===== config.mk =====
export PLATFORM = sky130hd
export DESIGN_NAME = pipeCtrl
export DESIGN_NICKNAME = d
export VERILOG_FILES = /design/src/armCtrlPkg.sv /design/src/ctrlStageIf.sv /design/src/condUnit.sv /design/src/executeCtrl.sv /design/src/instrDecoder.sv /design/src/pipeCtrl.sv /design/src/retireCtrl.sv
export SDC_FILE = /design/constraint.sdc
export NUM_CORES = 1
export LEC_CHECK = 0
export ABC_AREA = 1
export BUFFER_PORTS_ARGS = -buffer_cell sky130_fd_sc_hd__buf_2
export CORE_MARGIN = 2
export CORE_UTILIZATION = 53
export CTS_BUF_LIST = sky130_fd_sc_hd__clkbuf_2 sky130_fd_sc_hd__clkbuf_4 sky130_fd_sc_hd__clkbuf_8
export DETAILED_ROUTE_END_ITERATION = 7
export PLACE_DENSITY = 0.9
export SYNTH_ARGS = -nofsm -noshare
export SYNTH_HDL_FRONTEND = slang
export SYNTH_SLANG_ARGS = --single-unit

===== constraint.sdc =====
create_clock -name clk -period 2.2 [get_ports clk]
set_input_delay 0.44 -clock clk [delete_from_list [all_inputs] [get_ports clk]]
set_output_delay 0.44 -clock clk [all_outputs]
set_load 0.01 [all_outputs]

===== src/armCtrlPkg.sv =====
`default_nettype none

package armCtrlPkg;

  localparam int FlagW    = 4;   // N, Z, C, V
  localparam int ShiftOpW = 3;   // Instruction bits 6:4

  // Data-processing opcodes in ARM encoding order
  typedef enum logic [3:0] {
    opAnd, opEor, opSub, opRsb,
    opAdd, opAdc, opSbc, opRsc,
    opTst, opTeq, opCmp, opCmn,
    opOrr, opMov, opBic, opMvn
  } aluOpE;

  typedef enum logic [3:0] {
    condEq, condNe, condCs, condCc,
    condMi, condPl, condVs, condVc,
    condHi, condLs, condGe, condLt,
    condGt, condLe, condAl
  } condCodeE;

  // Straight from instruction bits 27:26
  typedef enum logic [1:0] {
    clsDataProc = 2'b00,
    clsMem      = 2'b01,
    clsBranch   = 2'b10,
    clsUnimpl   = 2'b11
  } instrClassE;

  // Which datapath unit produces the execute result
  typedef enum logic [1:0] {
    resAlu      = 2'b00,  // Immediate operand or unshifted register
    resShiftImm = 2'b01,
    resShiftReg = 2'b10,
    resMul      = 2'b11
  } resultKindE;

endpackage

`default_nettype wire


===== src/ctrlStageIf.sv =====
`timescale 1ns/1ps
`default_nettype none

interface ctrlStageIf;
  import armCtrlPkg::*;

  logic                regWrite;
  logic                memWrite;
  logic                memtoReg;
  logic                branch;
  logic                pcSrc;
  logic [1:0]          flagWrite;   // {NZ, CV}
  logic                aluSrc;
  aluOpE               aluControl;
  condCodeE            cond;
  resultKindE          resultKind;
  logic [ShiftOpW-1:0] shiftOp;

  // Decode side
  modport dec (
    output regWrite, memWrite, memtoReg, branch, pcSrc, flagWrite,
           aluSrc, aluControl, cond, resultKind, shiftOp
  );

  // Execute side
  modport exe (
    input regWrite, memWrite, memtoReg, branch, pcSrc, flagWrite,
          aluSrc, aluControl, cond, resultKind, shiftOp
  );

endinterface

`default_nettype wire


===== src/condUnit.sv =====
`timescale 1ns/1ps
`default_nettype none

module condUnit #(
  parameter logic [armCtrlPkg::FlagW-1:0] FLAG_RESET = '0
) (
  input  logic                          clk,
  input  logic                          rstN,
  input  armCtrlPkg::condCodeE          cond,
  input  logic [1:0]                    flagWrite,
  input  logic                          advance,
  input  logic [armCtrlPkg::FlagW-1:0]  aluFlags,
  output logic                          condEx,
  output logic [armCtrlPkg::FlagW-1:0]  flags
);
  import armCtrlPkg::*;

  logic n, z, c, v;

  assign {n, z, c, v} = flags;

  always_comb begin
    case (cond)
      condEq:  condEx = z;
      condNe:  condEx = ~z;
      condCs:  condEx = c;
      condCc:  condEx = ~c;
      condMi:  condEx = n;
      condPl:  condEx = ~n;
      condVs:  condEx = v;
      condVc:  condEx = ~v;
      condHi:  condEx = c & ~z;
      condLs:  condEx = ~c | z;
      condGe:  condEx = (n == v);
      condLt:  condEx = (n != v);
      condGt:  condEx = ~z & (n == v);
      condLe:  condEx = z | (n != v);
      condAl:  condEx = 1'b1;
      default: condEx = 1'b0;   // 4'b1111 not supported
    endcase
  end

  // NZ and CV halves update separately
  always_ff @(posedge clk) begin
    if (!rstN) begin
      flags <= FLAG_RESET;
    end else if (advance && condEx) begin
      if (flagWrite[1]) flags[3:2] <= aluFlags[3:2];
      if (flagWrite[0]) flags[1:0] <= aluFlags[1:0];
    end
  end

endmodule

`default_nettype wire


===== src/executeCtrl.sv =====
`timescale 1ns/1ps
`default_nettype none

module executeCtrl #(
  parameter logic [armCtrlPkg::FlagW-1:0] FLAG_RESET = '0
) (
  input  logic                             clk,
  input  logic                             rstN,
  input  logic                             stallE,
  input  logic                             flushE,
  input  logic [armCtrlPkg::FlagW-1:0]     aluFlagsE,
  ctrlStageIf.exe                          ctrl,
  output logic                             aluSrcE,
  output armCtrlPkg::aluOpE                aluControlE,
  output armCtrlPkg::resultKindE           resultKindE,
  output logic [armCtrlPkg::ShiftOpW-1:0]  shiftOpE,
  output logic [1:0]                       carryInE,
  output logic                             branchTakenE,
  output logic                             memtoRegE,
  output logic                             regWriteGE,
  output logic                             memWriteGE,
  output logic                             pcSrcGE
);
  import armCtrlPkg::*;

  logic             regWriteE, memWriteE, branchE, pcSrcE;
  logic [1:0]       flagWriteE;
  condCodeE         condE;
  logic             condExE;
  logic [FlagW-1:0] flagsE;

  always_ff @(posedge clk) begin
    if (!rstN) begin
      regWriteE   <= 1'b0;
      memWriteE   <= 1'b0;
      memtoRegE   <= 1'b0;
      branchE     <= 1'b0;
      pcSrcE      <= 1'b0;
      flagWriteE  <= 2'b00;
      resultKindE <= resAlu;
      aluSrcE     <= 1'b0;
      aluControlE <= opAnd;
      condE       <= condEq;
      shiftOpE    <= '0;
    end else begin
      if (flushE) begin   // Bubble wins over stall
        regWriteE   <= 1'b0;
        memWriteE   <= 1'b0;
        memtoRegE   <= 1'b0;
        branchE     <= 1'b0;
        pcSrcE      <= 1'b0;
        flagWriteE  <= 2'b00;
        resultKindE <= resAlu;
      end else if (!stallE) begin
        regWriteE   <= ctrl.regWrite;
        memWriteE   <= ctrl.memWrite;
        memtoRegE   <= ctrl.memtoReg;
        branchE     <= ctrl.branch;
        pcSrcE      <= ctrl.pcSrc;
        flagWriteE  <= ctrl.flagWrite;
        resultKindE <= ctrl.resultKind;
      end
      if (!stallE) begin   // Side-effect free fields
        aluSrcE     <= ctrl.aluSrc;
        aluControlE <= ctrl.aluControl;
        condE       <= ctrl.cond;
        shiftOpE    <= ctrl.shiftOp;
      end
    end
  end

  condUnit #(.FLAG_RESET(FLAG_RESET)) condUnit_i (
    .clk       (clk),
    .rstN      (rstN),
    .cond      (condE),
    .flagWrite (flagWriteE),
    .advance   (~stallE),
    .aluFlags  (aluFlagsE),
    .condEx    (condExE),
    .flags     (flagsE)
  );

  // Only a passing condition lets side effects through
  assign branchTakenE = branchE & condExE;
  assign regWriteGE   = regWriteE & condExE;
  assign memWriteGE   = memWriteE & condExE;
  assign pcSrcGE      = pcSrcE & condExE;
  assign carryInE     = flagsE[1:0];   // C and V for ADC, SBC, RSC

  flushKillsWrites: assert property (@(posedge clk) disable iff (!rstN)
    flushE |=> !(regWriteGE || memWriteGE || pcSrcGE || branchTakenE));

endmodule

`default_nettype wire


===== src/instrDecoder.sv =====
`timescale 1ns/1ps
`default_nettype none

module instrDecoder (
  input  logic [31:4] instrD,
  ctrlStageIf.dec     ctrl,
  output logic [1:0]  regSrcD,
  output logic [1:0]  immSrcD,
  output logic        pcSrcD
);
  import armCtrlPkg::*;

  instrClassE instrClass;
  logic       isMul;
  logic       isCompare;
  logic       sBit;

  assign instrClass = instrClassE'(instrD[27:26]);
  assign isMul      = ~instrD[25] & instrD[7] & instrD[4];      // Register form only
  assign isCompare  = (instrD[24:23] == 2'b10) & ~isMul;        // TST, TEQ, CMP, CMN
  assign sBit       = instrD[20];

  always_comb begin
    regSrcD         = 2'b00;
    immSrcD         = 2'b00;
    ctrl.aluSrc     = 1'b0;
    ctrl.regWrite   = 1'b0;
    ctrl.memWrite   = 1'b0;
    ctrl.memtoReg   = 1'b0;
    ctrl.branch     = 1'b0;
    ctrl.aluControl = opAdd;   // Address and branch target adds
    ctrl.flagWrite  = 2'b00;
    ctrl.resultKind = resAlu;
    case (instrClass)
      clsDataProc: begin
        ctrl.aluSrc     = instrD[25];
        ctrl.regWrite   = ~isCompare;
        ctrl.aluControl = aluOpE'(instrD[24:21]);
        ctrl.flagWrite  = {sBit, sBit};
        if (isMul)
          ctrl.resultKind = resMul;
        else if (!instrD[25])
          ctrl.resultKind = instrD[4] ? resShiftReg : resShiftImm;
      end
      clsMem: begin
        immSrcD       = 2'b01;
        ctrl.aluSrc   = 1'b1;
        if (instrD[20]) begin   // LDR
          ctrl.regWrite = 1'b1;
          ctrl.memtoReg = 1'b1;
        end else begin          // STR reads Rd as data
          regSrcD       = 2'b10;
          ctrl.memWrite = 1'b1;
        end
      end
      clsBranch: begin
        regSrcD     = 2'b01;   // Base is the PC
        immSrcD     = 2'b10;
        ctrl.aluSrc = 1'b1;
        ctrl.branch = 1'b1;
      end
      default: ;   // Unimplemented leaves everything inactive
    endcase
  end

  // Write to r15 redirects fetch just like a branch
  assign pcSrcD = ((instrD[15:12] == 4'hF) & ctrl.regWrite) | ctrl.branch;

  assign ctrl.pcSrc   = pcSrcD;
  assign ctrl.cond    = condCodeE'(instrD[31:28]);
  assign ctrl.shiftOp = instrD[6:4];

  always_comb begin
    if (instrD[27:26] == 2'b11)
      unimplNoWrite: assert final (!ctrl.regWrite && !ctrl.memWrite && !pcSrcD);
  end

endmodule

`default_nettype wire


===== src/pipeCtrl.sv =====
`timescale 1ns/1ps
`default_nettype none

module pipeCtrl #(
  parameter logic [armCtrlPkg::FlagW-1:0] FLAG_RESET = '0
) (
  input  logic                            clk,
  input  logic                            rstN,
  input  logic [31:4]                     instrD,
  input  logic [armCtrlPkg::FlagW-1:0]    aluFlagsE,
  input  logic                            stallE,
  input  logic                            stallM,
  input  logic                            flushE,
  input  logic                            flushW,
  output logic [1:0]                      regSrcD,
  output logic [1:0]                      immSrcD,
  output logic                            aluSrcE,
  output logic [3:0]                      aluControlE,
  output logic [1:0]                      resultKindE,
  output logic [armCtrlPkg::ShiftOpW-1:0] shiftOpE,
  output logic [1:0]                      carryInE,
  output logic                            branchTakenE,
  output logic                            memtoRegE,
  output logic                            memWriteM,
  output logic                            memtoRegM,
  output logic                            regWriteM,
  output logic                            memtoRegW,
  output logic                            regWriteW,
  output logic                            pcSrcW,
  output logic                            pcWrPendingF
);

  logic pcSrcD;
  logic regWriteGE, memWriteGE, pcSrcGE;   // Condition-gated execute writes

  ctrlStageIf ctrlDE ();

  instrDecoder instrDecoder_i (
    .instrD  (instrD),
    .ctrl    (ctrlDE),
    .regSrcD (regSrcD),
    .immSrcD (immSrcD),
    .pcSrcD  (pcSrcD)
  );

  executeCtrl #(.FLAG_RESET(FLAG_RESET)) executeCtrl_i (
    .clk          (clk),
    .rstN         (rstN),
    .stallE       (stallE),
    .flushE       (flushE),
    .aluFlagsE    (aluFlagsE),
    .ctrl         (ctrlDE),
    .aluSrcE      (aluSrcE),
    .aluControlE  (aluControlE),
    .resultKindE  (resultKindE),
    .shiftOpE     (shiftOpE),
    .carryInE     (carryInE),
    .branchTakenE (branchTakenE),
    .memtoRegE    (memtoRegE),
    .regWriteGE   (regWriteGE),
    .memWriteGE   (memWriteGE),
    .pcSrcGE      (pcSrcGE)
  );

  retireCtrl retireCtrl_i (
    .clk          (clk),
    .rstN         (rstN),
    .stallM       (stallM),
    .flushW       (flushW),
    .memWriteGE   (memWriteGE),
    .memtoRegE    (memtoRegE),
    .regWriteGE   (regWriteGE),
    .pcSrcGE      (pcSrcGE),
    .pcSrcD       (pcSrcD),
    .memWriteM    (memWriteM),
    .memtoRegM    (memtoRegM),
    .regWriteM    (regWriteM),
    .memtoRegW    (memtoRegW),
    .regWriteW    (regWriteW),
    .pcSrcW       (pcSrcW),
    .pcWrPendingF (pcWrPendingF)
  );

endmodule

`default_nettype wire


===== src/retireCtrl.sv =====
`timescale 1ns/1ps
`default_nettype none

module retireCtrl (
  input  logic clk,
  input  logic rstN,
  input  logic stallM,
  input  logic flushW,
  input  logic memWriteGE,
  input  logic memtoRegE,
  input  logic regWriteGE,
  input  logic pcSrcGE,
  input  logic pcSrcD,
  output logic memWriteM,
  output logic memtoRegM,
  output logic regWriteM,
  output logic memtoRegW,
  output logic regWriteW,
  output logic pcSrcW,
  output logic pcWrPendingF
);

  logic pcSrcM;

  // Memory stage
  always_ff @(posedge clk) begin
    if (!rstN) begin
      memWriteM <= 1'b0;
      memtoRegM <= 1'b0;
      regWriteM <= 1'b0;
      pcSrcM    <= 1'b0;
    end else if (!stallM) begin
      memWriteM <= memWriteGE;
      memtoRegM <= memtoRegE;
      regWriteM <= regWriteGE;
      pcSrcM    <= pcSrcGE;
    end
  end

  // Writeback stage has a flush but no stall
  always_ff @(posedge clk) begin
    if (!rstN || flushW) begin
      memtoRegW <= 1'b0;
      regWriteW <= 1'b0;
      pcSrcW    <= 1'b0;
    end else begin
      memtoRegW <= memtoRegM;
      regWriteW <= regWriteM;
      pcSrcW    <= pcSrcM;
    end
  end

  // Fetch must wait while any older PC write is in flight
  assign pcWrPendingF = pcSrcD | pcSrcGE | pcSrcM;

  // A PC write leaving execute still holds fetch from the memory stage
  pendingCoversMem: assert property (@(posedge clk) disable iff (!rstN)
    pcSrcGE && !stallM |=> pcWrPendingF);

endmodule

`default_nettype wire


=== Yosys cells after proc, flatten, opt, wreduce, memory -nomap -nowiden ===
Index checks and enable logic that the tools add are counted.

* Output and inout bits: 25
* Memories: 0
* Register bits: 32
* Latch bits: 0
* RAM bits: 0
* ROM bits: 0
* Input bits: 38
* Logic and storage cells: 90

* Mux-type cells: 17
* Divide/modulo/power cells: 0
* Bitwise gates (word level): 24
* Shift-type cells: 0
* Eq/ne operators: 20
* Add/sub/neg operators: 0
* Reductions and logical operators: 9
* Multipliers: 0
* $lt $le $gt $ge: 0

{| class="wikitable"
|+ Operators by type and width
! kind !! count
|-
| 4-bit == test (second input constant) || 8
|-
| 4-bit by 3-bit == test with 1-bit output (second input constant) || 4
|-
| 1-bit case mux with 15 select lines || 1
|-
| 2-bit 2-to-1 mux || 6
|-
| 1-bit bitwise AND || 10
|-
| 1-bit NOT || 9
|-
| 4-bit by 2-bit == test with 1-bit output (second input constant) || 2
|-
| 2-bit case mux with 2 select lines || 2
|-
| 1-bit 2-to-1 mux || 5
|-
| 1-bit OR || 5
|-
| 2-bit == test (second input constant) || 2
|-
| 4-bit by 1-bit == test with 1-bit output (second input constant) || 1
|-
| 4-bit logical NOT || 1
|-
| 4-bit 2-to-1 mux || 1
|-
| 1-bit case mux with 2 select lines || 2
|-
| 2-bit AND reduction || 2
|-
| 2-bit OR reduction || 2
|-
| 2-bit by 1-bit == test with 1-bit output (second input constant) || 1
|-
| 2-bit logical NOT || 1
|-
| 1-bit == test || 1
|-
| 1-bit logical AND || 1
|-
| 1-bit logical NOT || 1
|-
| 1-bit logical OR || 1
|-
| 1-bit != test || 1
|}

=== Longest topological paths before layout ===
Gate-level depths: netlist of the first run.

* Word-level depth: 11
* Gate-level depth with buffers: 12
* Mapped depth without buffers: 11

=== By module ===
From an unflattened synthesis of the first run, not the netlist that was laid out.

* Cell total of the unflattened synthesis: 269
* Area, all modules: 1800.5 um^2

{| class="wikitable"
|+ Modules (own cells, without submodules)
! module !! instances !! area an instance (um^2) !! cells an instance !! seq. area each (um^2)
|-
| executeCtrl || 1 || 800.8 || 100 || 420.4
|-
| condUnit || 1 || 429.2 || 82 || 80.1
|-
| instrDecoder || 1 || 317.8 || 52 || 0.0
|-
| retireCtrl || 1 || 252.7 || 35 || 140.1
|}

=== Worst setup path after synthesis of the first run ===
OpenSTA, ideal clock, no wires.

* Path type: register to output
* Start: register executeCtrl_i.condUnit_i.flags[0] (netlist name)
* End: output port pcWrPendingF
* Stages on the path, launching flop included: 11
* Required time: 1760 ps
* Path buffers: 1
* Data arrival time: 1190 ps
* Slack: 570 ps
* Path through: dfxtp_1 inv_1 nand2_1 nand3_1 nand2_1 nand2_1 nor2_2 nand2_1 buf_6 nand2_1 nand3_1

* Word-level cells in the longest chain between the ends: 6
* Elaborated cells on any way between the ends: 9
* Classes of those cells: eq/ne (2); mux (1); bitwise (6)

{| class="wikitable"
|+ RTL lines
! element !! line !! RTL
|-
| start: declaration || condUnit.sv:14 || <nowiki>output logic [armCtrlPkg::FlagW-1:0] flags</nowiki>
|-
| 1-bit != test / 1-bit == test (equally long branches) || - ||
|-
| 1-bit OR / 1-bit bitwise AND (equally long branches) || condUnit.sv:37, condUnit.sv:36 ||
|-
| 1-bit case mux with 15 select lines (*) || condUnit.sv:23 || <nowiki>case (cond)</nowiki>
|-
| 1-bit bitwise AND (*) || executeCtrl.sv:87 || <nowiki>assign pcSrcGE = pcSrcE & condExE;</nowiki>
|-
| 1-bit OR (*) (2 in series) || retireCtrl.sv:54 || <nowiki>assign pcWrPendingF = pcSrcD | pcSrcGE | pcSrcM;</nowiki>
|-
| end: declaration || pipeCtrl.sv:30 || <nowiki>output logic pcWrPendingF</nowiki>
|}

Every way passes the cells marked *; elsewhere a longest branch is shown, timed or not.

=== Final worst setup path of the first run ===
* Start: register executeCtrl_i.condUnit_i.flags[3] (netlist name)
* End: output port pcWrPendingF

Same word-level chain as after synthesis.

==> metrics.md, run 1 <==
| Metric | Value |
|---|---|
| R2r startpoint | executeCtrl_i.condE[2] |
| Reg-to-reg critical path endpoint | executeCtrl_i.condUnit_i.flags[0] |
| Critical Path End | pcWrPendingF |
| Sum Neg Setup Slack | 0 ps |
| Routed length per instance | 11.3 um |
| Post-route clock period utilization | 92.6% |
| Mean Syn Cell Area | 6.88 um2 |
| Crit path largest cell delay | 350 ps |
| CTS max path bufs | 2 |
| Switching power | 0.299 mW |
| Worst vdd ir | 0.490 mV |
| Pins Over Slew Limit | 0 |
| Combinational fraction of design power | 14.3% |
| Cell with the most instances on the worst path | nand2_1 |
| Hold Slack | 352 ps |
| ANT cells | 0 |
| DIE HEIGHT | 57.3 um |
| Setup Fix Bufs, Post-CTS | 0 |
| Max cap viols | 0 |
| Leak | 0.925 nW |
| HP Class | primary input to register |
| Clk_skew | 5.18 ps |
| Fin nets | 314 |
| Switching Share | 26.1% |
| PwrDens | 617 nW/um2 |
| CTS Buf Count | 5 |
| Yosys warning count | 0 |
| Layout cells sized above 1 | 29.0% |
| Layout Area Growth over Synthesis | 23.2% |
| Non-filler cells, final | 303 |
| # IOs | 63 |
| Post-Route Utilization | 68.0% |
| DR DRC count | 0 |
| Crit Path Max Fanout | 5 |
| Status | complete, no violations |
| Crit. Startpoint | executeCtrl_i.condUnit_i.flags[3] |
| Reg2reg setup slack | 740 ps |
| Clock power frac | 33.7% |
| Worst Path Arrival | 1600 ps |
| # hold bufs at CTS | 0 |
| First-pass GRT wire length | 5490 um |
| Area of placed instances | 1760 um2 |
| Clock transition at the registers of the reported paths | 90 ps |
| Drt first pass iters | 4 |
| I/O Buffers | 54 |
| DRT Wirelength | 3410 um |
| Worst r2r path cells | 10 |
| Final setup viols | 0 |
| Initial antenna violation count | 0 |
| Synth Register Bits | 31 |
| Post-Synthesis Cells | 219 |
| Row count | 19 |
| Cell Chain, Critical Path | inv_1, nand2_1, nand3_1, nand2_1, nand2_1, nand2_1, nor2_2, nand2_2, nand2_2, nand3_1, buf_2 |
| Path type of the worst setup path | register to primary output |
| Grt ovf | 0 |
| Startpoint Class | register |
| GR Util All Layers | 21.5% |
| Gpl congestion | 0.830 |
| DRT antenna net count | 0 |
| Seq/Total Area, Yosys | 41.2% |
| Net Count, Synth | 262 |
| H-tree depth | 2 |
| Final Hold Viols | 0 |
| Synth cell types | 24 |
| # clock sinks | 31 |
| Worst-skew pair later-pin latency | 320 ps |
| Cell family with most CP delay | simple AND/OR/NAND/NOR gates |
| Worst Max-Slew Pin Slew | 461 ps |
| Detailed Route Iter0 Violations | 48 |
| Post-Place Cells | 295 |
| WP data required | 1760 ps |
| Vias | 1563 |
| TritonCTS clock tree | yes |
| Largest net degree at the start of global routing | 28 |
| Stages on worst setup path | 11 |
| Die area | 3290 um2 |
| Synthesized cell area | 1510 um2 |
| P_int | 0.848 mW |
| Via-to-Cell Ratio | 5.16 |
| Max-slew headroom | 69.2% |
| Core Region | 2730 um2 |
| Die W | 57.3 um |
| CTS root buf | clkbuf_4 |
| Reg power frac | 52.0% |
| Vias in the first global route | 1399 |
| Crit-path slowest cell | dfxtp_2 |
| WP buf/inv | 2 |
| Initial core utilization | 55.1% |
| Tmin final | 2040 ps |
| Post-route cell area | 1860 um2 |
| Maximum clock frequency | 491 MHz |
| Setup crit end kind | primary output |
| Post-DP HPWL | 2600 um |
| Fillers | 239 |
[stage by stage]
stage               power (mW)  worst slack, ps
global placement         0.763              415
floorplan                0.709              570
finish                    1.15              163
CTS                       1.15             2.41
global route              1.20            -14.3
detailed placement       0.769              360
[how the worst min path moves through the flow]
stage,start,slack (ps),endpoint,depth (start not counted)
after floorplan,retireCtrl_i.pcSrcM,420,retireCtrl_i.pcSrcW,2
after global placement,retireCtrl_i.pcSrcM,430,retireCtrl_i.pcSrcW,2
after detailed placement,retireCtrl_i.pcSrcM,440,retireCtrl_i.pcSrcW,2
after CTS,instrD[22],340,executeCtrl_i.aluControlE[1],3
after global routing,instrD[22],370,executeCtrl_i.aluControlE[1],3
final,instrD[6],350,executeCtrl_i.shiftOpE[2],3
[cells in the final DEF, fill, tap and decap left out]
master    instances
a211oi_1          3
a21boi_1          1
a21o_1            1
a21oi_1          24
a221oi_1          1
buf_2            54
buf_4             1
clkbuf_4          6
clkbuf_8          2
dfxtp_1          24
dfxtp_2           6
dfxtp_4           1
ha_1              5
inv_1            28
inv_2             2
nand2_1          44
nand2_2           2
nand3_1          12
nand3_2           1
nand3b_1          1
nand4_1           1
nor2_1           29
nor2_2            3
nor3_1            3
o211a_1           1
o21ai_0          15
or2_2             1
[repair_timing]
| action | in CTS | in global routing |
|---|---|---|
| endpoints found under the hold margin | 0 | 0 |
| resized for setup | 0 | 14 |
| setup endpoints to repair | 0 | 2 |
[tightest hold or removal path, cell delays in order]
cell     delay [ps]
buf_2            70
o21ai_0          60
nor2_1           70
[power by group through the flow]
stage	registers [mW]	logic, mW	clock network [mW]
finish	0.596	0.164	0.386
global route	0.599	0.186	0.417
CTS	0.595	0.163	0.394
detailed placement	0.608	0.161	0
global placement	0.607	0.156	0
floorplan	0.612	0.0969	0
[layer usage]
layer | up-vias | routed length [um] | GRT usage (%)
li1 | 803 | - | -
met1 | 697 | 1370 | 23.8
met2 | 51 | 1740 | 37.8
met3 | 12 | 233 | 5.90
met4 | 0 | 72 | 10.3
met5 | - | 0 | 0
[cells by family (layout without fill, tap and decap cells)]
| kind of cell | Yosys count | in the layout | synth area share (%) |
|---|---|---|---|
| AND/OR/NAND/NOR | 97 | 97 | 26.2 |
| AO/OA/AOI/OAI | 46 | 46 | 16.7 |
| buffers and inverters | 40 | 93 | 11.8 |
| adder cells (fa/ha/maj) | 5 | 5 | 4.15 |
| flip-flops | 31 | 31 | 41.2 |
[sequential cells by signal, summed over array words and instances (netlist names)]
register and flops:
executeCtrl_i.regWriteE 1, executeCtrl_i.aluControlE 4, retireCtrl_i.pcSrcM 1, executeCtrl_i.shiftOpE 3
retireCtrl_i.regWriteM 1, executeCtrl_i.memWriteE 1, retireCtrl_i.regWriteW 1, retireCtrl_i.memtoRegM 1
executeCtrl_i.branchE 1, executeCtrl_i.flagWriteE 1, executeCtrl_i.aluSrcE 1, executeCtrl_i.resultKindE 2
executeCtrl_i.pcSrcE 1, executeCtrl_i.condUnit_i.flags 4, executeCtrl_i.condE 4, retireCtrl_i.memWriteM 1
retireCtrl_i.pcSrcW 1, executeCtrl_i.memtoRegE 1, retireCtrl_i.memtoRegW 1
[cell type report]
cell class                 instances  area, um2  area share (%)
timing repair buffer              55        278            14.9
inverter                          30        113            6.06
clock buffer                       8       72.6            3.91
sequential                        31        632            34.0
multi-input combinational        148        724            39.0
tap                               31       38.8            2.09
[cells in the mapped netlist]
cell,count,area share (%)
a211oi_1,3,1.5
a21boi_1,1,0.50
a21o_1,1,0.50
a21oi_1,24,8.0
a221oi_1,1,0.58
buf_2,1,0.33
buf_4,5,2.5
buf_6,1,0.75
clkbuf_1,3,0.75
clkinv_1,1,0.25
dfxtp_1,31,41
ha_1,5,4.1
inv_1,28,7.0
inv_2,1,0.25
nand2_1,46,11
nand3_1,13,4.3
nand3b_1,1,0.50
nand4_1,1,0.42
nor2_1,31,7.7
nor2_2,1,0.42
nor3_1,3,1.0
o211a_1,1,0.66
o21ai_0,15,5.0
or2_2,1,0.42
Power figures use the tool's default switching activity.
==> inputs of run 2 (changes only) <==
- SETUP_SLACK_MARGIN: default -> 0.3
- TNS_END_PERCENT: default -> 50
==> run 2 against run 1 <==
Via count is 4.3% higher; die area unchanged; worst setup slack got worse by 79 ps; highest routed layer unchanged; non-clock buffer count grew 5; clock power rose by 2%; sequential power is essentially flat; worst hold slack got worse by 2.8 ps; sequential share of layout area down 1.5 points; utilization rose by 4.1 points; power rose by 2.8%; register-to-register slack worse by 60 ps.
==> metrics.md, run 2 (same netlist as run 1, synthesis figures left out) <==
| Metric | Value |
|---|---|
| Path type of the worst setup path | register to primary output (unchanged) |
| Post-route cell area | 1970 um2 (was 1860 um2) |
| Largest net degree at the start of global routing | 28 (unchanged) |
| Setup crit end kind | primary output (unchanged) |
| GR Util All Layers | 23.7% (was 21.5%) |
| Detailed Route Iter0 Violations | 40 (was 48) |
| H-tree depth | 2 (unchanged) |
| First-pass GRT wire length | 6040 um (was 5490 um) |
| DRT antenna net count | 0 (unchanged) |
| I/O Buffers | 54 (unchanged) |
| Tmin final | 2120 ps (was 2040 ps) |
| Vias | 1630 (was 1563) |
| Final Hold Viols | 0 (unchanged) |
| Row count | 19 (unchanged) |
| Worst Max-Slew Pin Slew | 483 ps (was 461 ps) |
| Top sig layer | met4 (unchanged) |
| CTS Buf Count | 5 (unchanged) |
| WP data required | 1760 ps (about the same) |
| Worst Path Arrival | 1680 ps (was 1600 ps) |
| Die W | 57.3 um (unchanged) |
| Worst-skew pair later-pin latency | 330 ps (was 320 ps) |
| Post-Route Utilization | 72.0% (was 68.0%) |
| Leak | 0.969 nW (was 0.925 nW) |
| Drt first pass iters | 5 (was 4) |
| Via-to-Cell Ratio | 5.29 (was 5.16) |
| Gpl congestion | 0.830 (unchanged) |
| Switching Share | 27.0% (was 26.1%) |
| Startpoint Class | register (unchanged) |
| PwrDens | 599 nW/um2 (was 617 nW/um2) |
| DR DRC count | 0 (unchanged) |
| # hold bufs at CTS | 0 (unchanged) |
| Clock power frac | 33.3% (was 33.7%) |
| Commonest non-fill, non-tap cells in the layout | 53 x buf_2, 40 x nand2_1, 27 x nor2_1 (was 54 x buf_2, 44 x nand2_1, 29 x nor2_1) |
| Fin nets | 319 (was 314) |
| Pins Over Slew Limit | 0 (unchanged) |
| Routed length per instance | 12.7 um (was 11.3 um) |
| Worst vdd ir | 0.511 mV (was 0.490 mV) |
| Max cap viols | 0 (unchanged) |
| Layout cells sized above 1 | 35.7% (was 29.0%) |
| Combinational fraction of design power | 16.0% (was 14.3%) |
| ANT cells | 0 (unchanged) |
| Post-route total power | 1.18 mW (was 1.15 mW) |
| TritonCTS clock tree | yes (unchanged) |
| Vias in the first global route | 1490 (was 1399) |
| Status | complete, no violations (unchanged) |
| Post-route clock period utilization | 96.2% (was 92.6%) |
| Sum Neg Setup Slack | 0 ps (unchanged) |
| Met3 wire len | 247 um (was 233 um) |
| Grt ovf | 0 (unchanged) |
| Initial antenna violation count | 0 (unchanged) |
| Maximum clock frequency | 473 MHz (was 491 MHz) |
| Commonest non-fill, non-tap cell in the layout | buf_2 (unchanged) |
| Final setup viols | 0 (unchanged) |
| # clock sinks | 31 (unchanged) |
| Clock transition at the registers of the reported paths | 100 ps (was 90 ps) |
| Core Region | 2730 um2 (unchanged) |
| Final worst setup slack | 83.9 ps (was 163 ps) |
| RSZ-0062 raised after global routing | yes |
| Met2 wire length | 2090 um (was 1740 um) |
| Die area | 3290 um2 (unchanged) |
| P_int | 0.860 mW (was 0.848 mW) |
| Initial core utilization | 55.1% (unchanged) |
| CTS max path bufs | 2 (unchanged) |
| Regs by FF count | executeCtrl_i.aluControlE: 4 flops, executeCtrl_i.condE: 4 flops, executeCtrl_i.condUnit_i.flags: 4 flops (unchanged) |
| Reg power frac | 50.7% (was 52.0%) |
| # IOs | 63 (unchanged) |
| HP Class | primary input to register (unchanged) |
| Area of placed instances | 1760 um2 (unchanged) |
| Post-Route M1 WL | 1510 um (was 1370 um) |
| Crit Path Max Fanout | 5 (unchanged) |
| Layout Area Growth over Synthesis | 30.6% (was 23.2%) |
| Switching power | 0.319 mW (was 0.299 mW) |
| DRT Wirelength | 3900 um (was 3410 um) |
| Post-DP HPWL | 2600 um (unchanged) |
| DIE HEIGHT | 57.3 um (unchanged) |
| Dpl ws | 360 ps (unchanged) |
| Clk_skew | 10.1 ps (was 5.18 ps) |
| CTS root buf | clkbuf_4 (unchanged) |
| Max-slew headroom | 67.7% (was 69.2%) |
==> run 2: area by class of cell <==
cell class	instances	area, um2
Multi-Input combinational cell	148	776
Timing Repair Buffer	60	325
Sequential cell	31	641
Inverter	30	116
Tap cell	31	38.8
Fill cell	211	764
Clock buffer	8	72.6
==> run 2: power groups by stage <==
stage	logic [mW]	clock network, mW	registers (mW)
finish	0.189	0.393	0.597
global route	0.210	0.417	0.599
floorplan	0.0969	0	0.612
global placement	0.156	0	0.607
CTS	0.181	0.394	0.597
detailed placement	0.161	0	0.608
==> run 2: repair_timing <==
item	CTS	global route
endpoints found under the setup margin	2	2
resized for setup	32	6
buffers inserted	3	2
pin swaps	13	3
==> run 2: routing by layer <==
layer	up-vias	track usage, %
met5	-	0
met4	0	10.6
met3	12	6.58
met2	66	41.9
met1	742	26.5
li1	810	-
==> run 2: stage by stage <==
step,std cells,hold slack [ps]
final,308,349
after global routing,308,371
after CTS,306,344
after detailed placement,295,438
after global placement,295,431
after floorplan,219,418
==> run 2: worst paths after layout <==
path	from	end	slack [ps]	cells after the start
worst max register to register	executeCtrl_i.condUnit_i.flags[3]	executeCtrl_i.condUnit_i.flags[1]	680	10
worst min register to register	retireCtrl_i.regWriteM	retireCtrl_i.regWriteW	460	2
worst max-delay path	executeCtrl_i.condE[3]	branchTakenE	80	8
worst min-delay path	instrD[6]	executeCtrl_i.shiftOpE[2]	350	3
==> run 2: worst max-delay path, stage by stage (launching register included) <==
cell,delay (ps)
dfxtp_4,390
buf_4,140
nor2_4,110
nand2_2,80
a21boi_2,160
nor2_2,70
buf_4,140
a21oi_2,120
buf_2,150
==> inputs of run 3 (changes only) <==
- CORE_UTILIZATION: 53 -> 55
- CTS_CLUSTER_SIZE: default -> 14
- SYNTH_HIERARCHICAL: default -> 1
==> run 3 against run 2 <==
Power grew 1.9%; via count grew 5.0%; utilization shrank 1.7 points; first-iteration DRC count rose by 110%; non-clock buffer count increased by 2; routed wire length shrank 2.7%; die area up 14%; count of clock-buffer cells in the layout did not move; final cell count rose by 18%; synthesized cell count up 23%; sequential cell count increased by 1; critical endpoint unchanged; largest cell class unchanged; largest power group unchanged.
==> metrics.md, run 3 <==
| Metric | Value |
|---|---|
| Via-to-Cell Ratio | 4.70 (was 5.29) |
| Post-synth EDFFs | 0 (unchanged) |
| Post-Synthesis Cells | 269 (was 219) |
| Initial core utilization | 58.5% (was 55.1%) |
| Largest net degree at the start of global routing | 28 (unchanged) |
| Fillers | 285 (was 211) |
| Most numerous cell in the Yosys netlist | nand2_1 (unchanged) |
| Core Region | 3080 um2 (was 2730 um2) |
| Crit Path Max Fanout | 5 (unchanged) |
| Fin nets | 362 (was 319) |
| Dpl ws | 240 ps (was 360 ps) |
| Maximum clock frequency | 471 MHz (was 473 MHz) |
| Setup crit end kind | primary output (unchanged) |
| Layout cells sized above 1 | 37.2% (was 35.7%) |
| ANT cells | 0 (unchanged) |
| Vias in the first global route | 1562 (was 1490) |
| Clock transition at the registers of the reported paths | 90 ps (was 100 ps) |
| Max cap viols | 0 (unchanged) |
| Top FF cell, synth | dfxtp_1 (unchanged) |
| First-pass GRT wire length | 6420 um (was 6040 um) |
| GR Util All Layers | 23.1% (was 23.7%) |
| Yosys warning count | 6 (was 0) |
| Tmin final | 2120 ps (about the same) |
| DR DRC count | 0 (unchanged) |
| Pins Over Slew Limit | 0 (unchanged) |
| Die W | 61.2 um (was 57.3 um) |
| DRT Wirelength | 3800 um (was 3900 um) |
| Worst Max-Slew Pin Slew | 441 ps (was 483 ps) |
| Final worst setup slack | 79.0 ps (was 83.9 ps) |
| Commonest cells in the netlist | 74 x nand2_1, 48 x nor2_1, 39 x inv_1, 32 x dfxtp_1, 16 x buf_4 (was 46 x nand2_1, 31 x dfxtp_1, 31 x nor2_1, 28 x inv_1, 24 x a21oi_1) |
| Synthesized cell area | 1800 um2 (was 1510 um2) |
| Net Count, Synth | 312 (was 262) |
| Final Hold Viols | 0 (unchanged) |
| Cells taking the most area after synthesis | dfxtp_1 36%, nand2_1 15%, nor2_1 10% (was dfxtp_1 41%, nand2_1 11%, a21oi_1 8.0%) |
| Initial antenna violation count | 0 (unchanged) |
| Vias | 1712 (was 1630) |
| Path type of the worst setup path | register to primary output (unchanged) |
| WP data required | 1760 ps (about the same) |
| Row count | 20 (was 19) |
| Layout Area Growth over Synthesis | 20.3% (was 30.6%) |
| HP Class | primary input to register (unchanged) |
| Regs by FF count | executeCtrl_i/aluControlE: 4 flops, executeCtrl_i/condE: 4 flops, executeCtrl_i/condUnit_i/flags: 4 flops (was executeCtrl_i.aluControlE: 4 flops, executeCtrl_i.condE: 4 flops, executeCtrl_i.condUnit_i.flags: 4 flops) |
| Seq/Total Area, Yosys | 35.6% (was 41.2%) |
| Drt first pass iters | 4 (was 5) |
| Area taken by multi-input logic gates | 905 um2 (was 776 um2) |
| Grt ovf | 0 (unchanged) |
| Clk_skew | 3.03 ps (was 10.1 ps) |
| Post-route clock period utilization | 96.4% (was 96.2%) |
| Leak | 1.17 nW (was 0.969 nW) |
| Post-DP HPWL | 2740 um (was 2600 um) |
| Detailed Route Iter0 Violations | 86 (was 40) |
| CTS max path bufs | 2 (unchanged) |
| DRT antenna net count | 0 (unchanged) |
| Die area | 3750 um2 (was 3290 um2) |
| Final setup viols | 0 (unchanged) |
| Synth Register Bits | 32 (was 31) |
| CTS Buf Count | 5 (unchanged) |
| # IOs | 63 (unchanged) |
| DIE HEIGHT | 61.2 um (was 57.3 um) |
| TritonCTS clock tree | yes (unchanged) |
| I/O Buffers | 54 (unchanged) |
| Worst vdd ir | 0.367 mV (was 0.511 mV) |
| CTS root buf | clkbuf_4 (unchanged) |
| Worst-skew pair later-pin latency | 330 ps (about the same) |
| # hold bufs at CTS | 0 (unchanged) |
| Status | complete, no violations (unchanged) |
| Area leader, netlist | dfxtp_1 (unchanged) |
| PwrDens | 554 nW/um2 (was 599 nW/um2) |
| Async SR Flop Fraction | 0% (unchanged) |
| Post-route total power | 1.20 mW (was 1.18 mW) |
| Mean Syn Cell Area | 6.69 um2 (was 6.88 um2) |
| FF/Latch Area | 656 um2 (was 641 um2) |
| Max-slew headroom | 70.6% (was 67.7%) |
| Startpoint Class | register (unchanged) |
| # clock sinks | 32 (was 31) |
| Commonest non-fill, non-tap cell in the layout | nand2_1 (was buf_2) |
| RSZ-0062 raised after global routing | yes (unchanged) |
| H-tree depth | 2 (unchanged) |
| Worst Path Arrival | 1680 ps (about the same) |
| Synth cell types | 21 (was 24) |
| Top cell type's share of synthesized area | 35.6% (was 41.2%) |
| Routed length per instance | 10.4 um (was 12.7 um) |
| Commonest non-fill, non-tap cells in the layout | 67 x nand2_1, 54 x buf_2, 45 x nor2_1 (was 53 x buf_2, 40 x nand2_1, 27 x nor2_1) |
| Gpl congestion | 0.908 (was 0.830) |
==> run 3: layout make-up <==
type	instances	share of cell area (%)
well taps	44	2.54
flip-flops and latches	32	30.3
multi-input cells	177	41.8
inverters	41	7.11
clock buffers	8	3.06
repair buffers	62	15.3
==> run 3: worst max-delay path, stage by stage, from the launching register on <==
cell and delay (ps):
dfxtp_4 380, nand2_4 80, a21oi_4 60, buf_4 120, nand3_1 90, nand2_2 70, nor2_4 110, nand2_4 70
buf_4 150, nand2_1 60, inv_1 30, buf_2 130
==> run 3: what timing repair did <==
item / 4_1_cts / 5_1_grt
gates resized for setup: 14 / 15
setup endpoints to repair: 2 / 2
pin swaps: 9 / 7
buffers inserted: 5 / 1
==> run 3: cell families (layout without fill, tap and decap cells) <==
family,count (synthesis),in the layout,synth area share [%]
buffers and inverters,60,111,16.7
adder cells (fa/ha/maj),5,5,3.47
AND/OR/NAND/NOR,147,147,35.4
flip-flops,32,32,35.6
AO/OA/AOI/OAI,25,25,8.83
==> run 3: path summary, 6_finish.rpt <==
kind	from	to	slack, ps	cells past startpoint
worst max-delay path	executeCtrl_i/condE[3]	branchTakenE	80	11
worst min-delay path	instrD[30]	executeCtrl_i/condE[2]	330	3
worst min register to register	retireCtrl_i/regWriteM	retireCtrl_i/regWriteW	460	2
worst max register to register	executeCtrl_i/condE[3]	executeCtrl_i/condUnit_i/flags[0]	630	13
==> run 3: per-layer routing <==
metal  track usage [%]  up-vias  share of wire [%]
met5                 0        -                  0
li1                  -      901                  -
met1              25.7      763                 43
met3              5.46        6                5.5
met4              9.94        0                1.7
met2              41.9       42                 50
==> run 3: through the flow <==
step           instance area (um2)  TNS (ps)  hold WS (ps)  std cells  util (%)
6_report                      2170         0           330        364      70.4
5_1_grt                       2170     -80.6           339        364      70.4
4_1_cts                       2120         0           320        363      69.0
3_5_place_dp                  1990         0           449        350      64.8
3_3_place_gp                  1990         0           439        350      64.8
2_1_floorplan                 1800         0           436        269         -
==> run 3: power breakdown <==
group          total, mW  internal (mW)  switching [mW]
sequential         0.617          0.601          0.0161
combinational      0.214         0.0865           0.127
clock              0.369          0.182           0.187
total               1.20          0.870           0.331
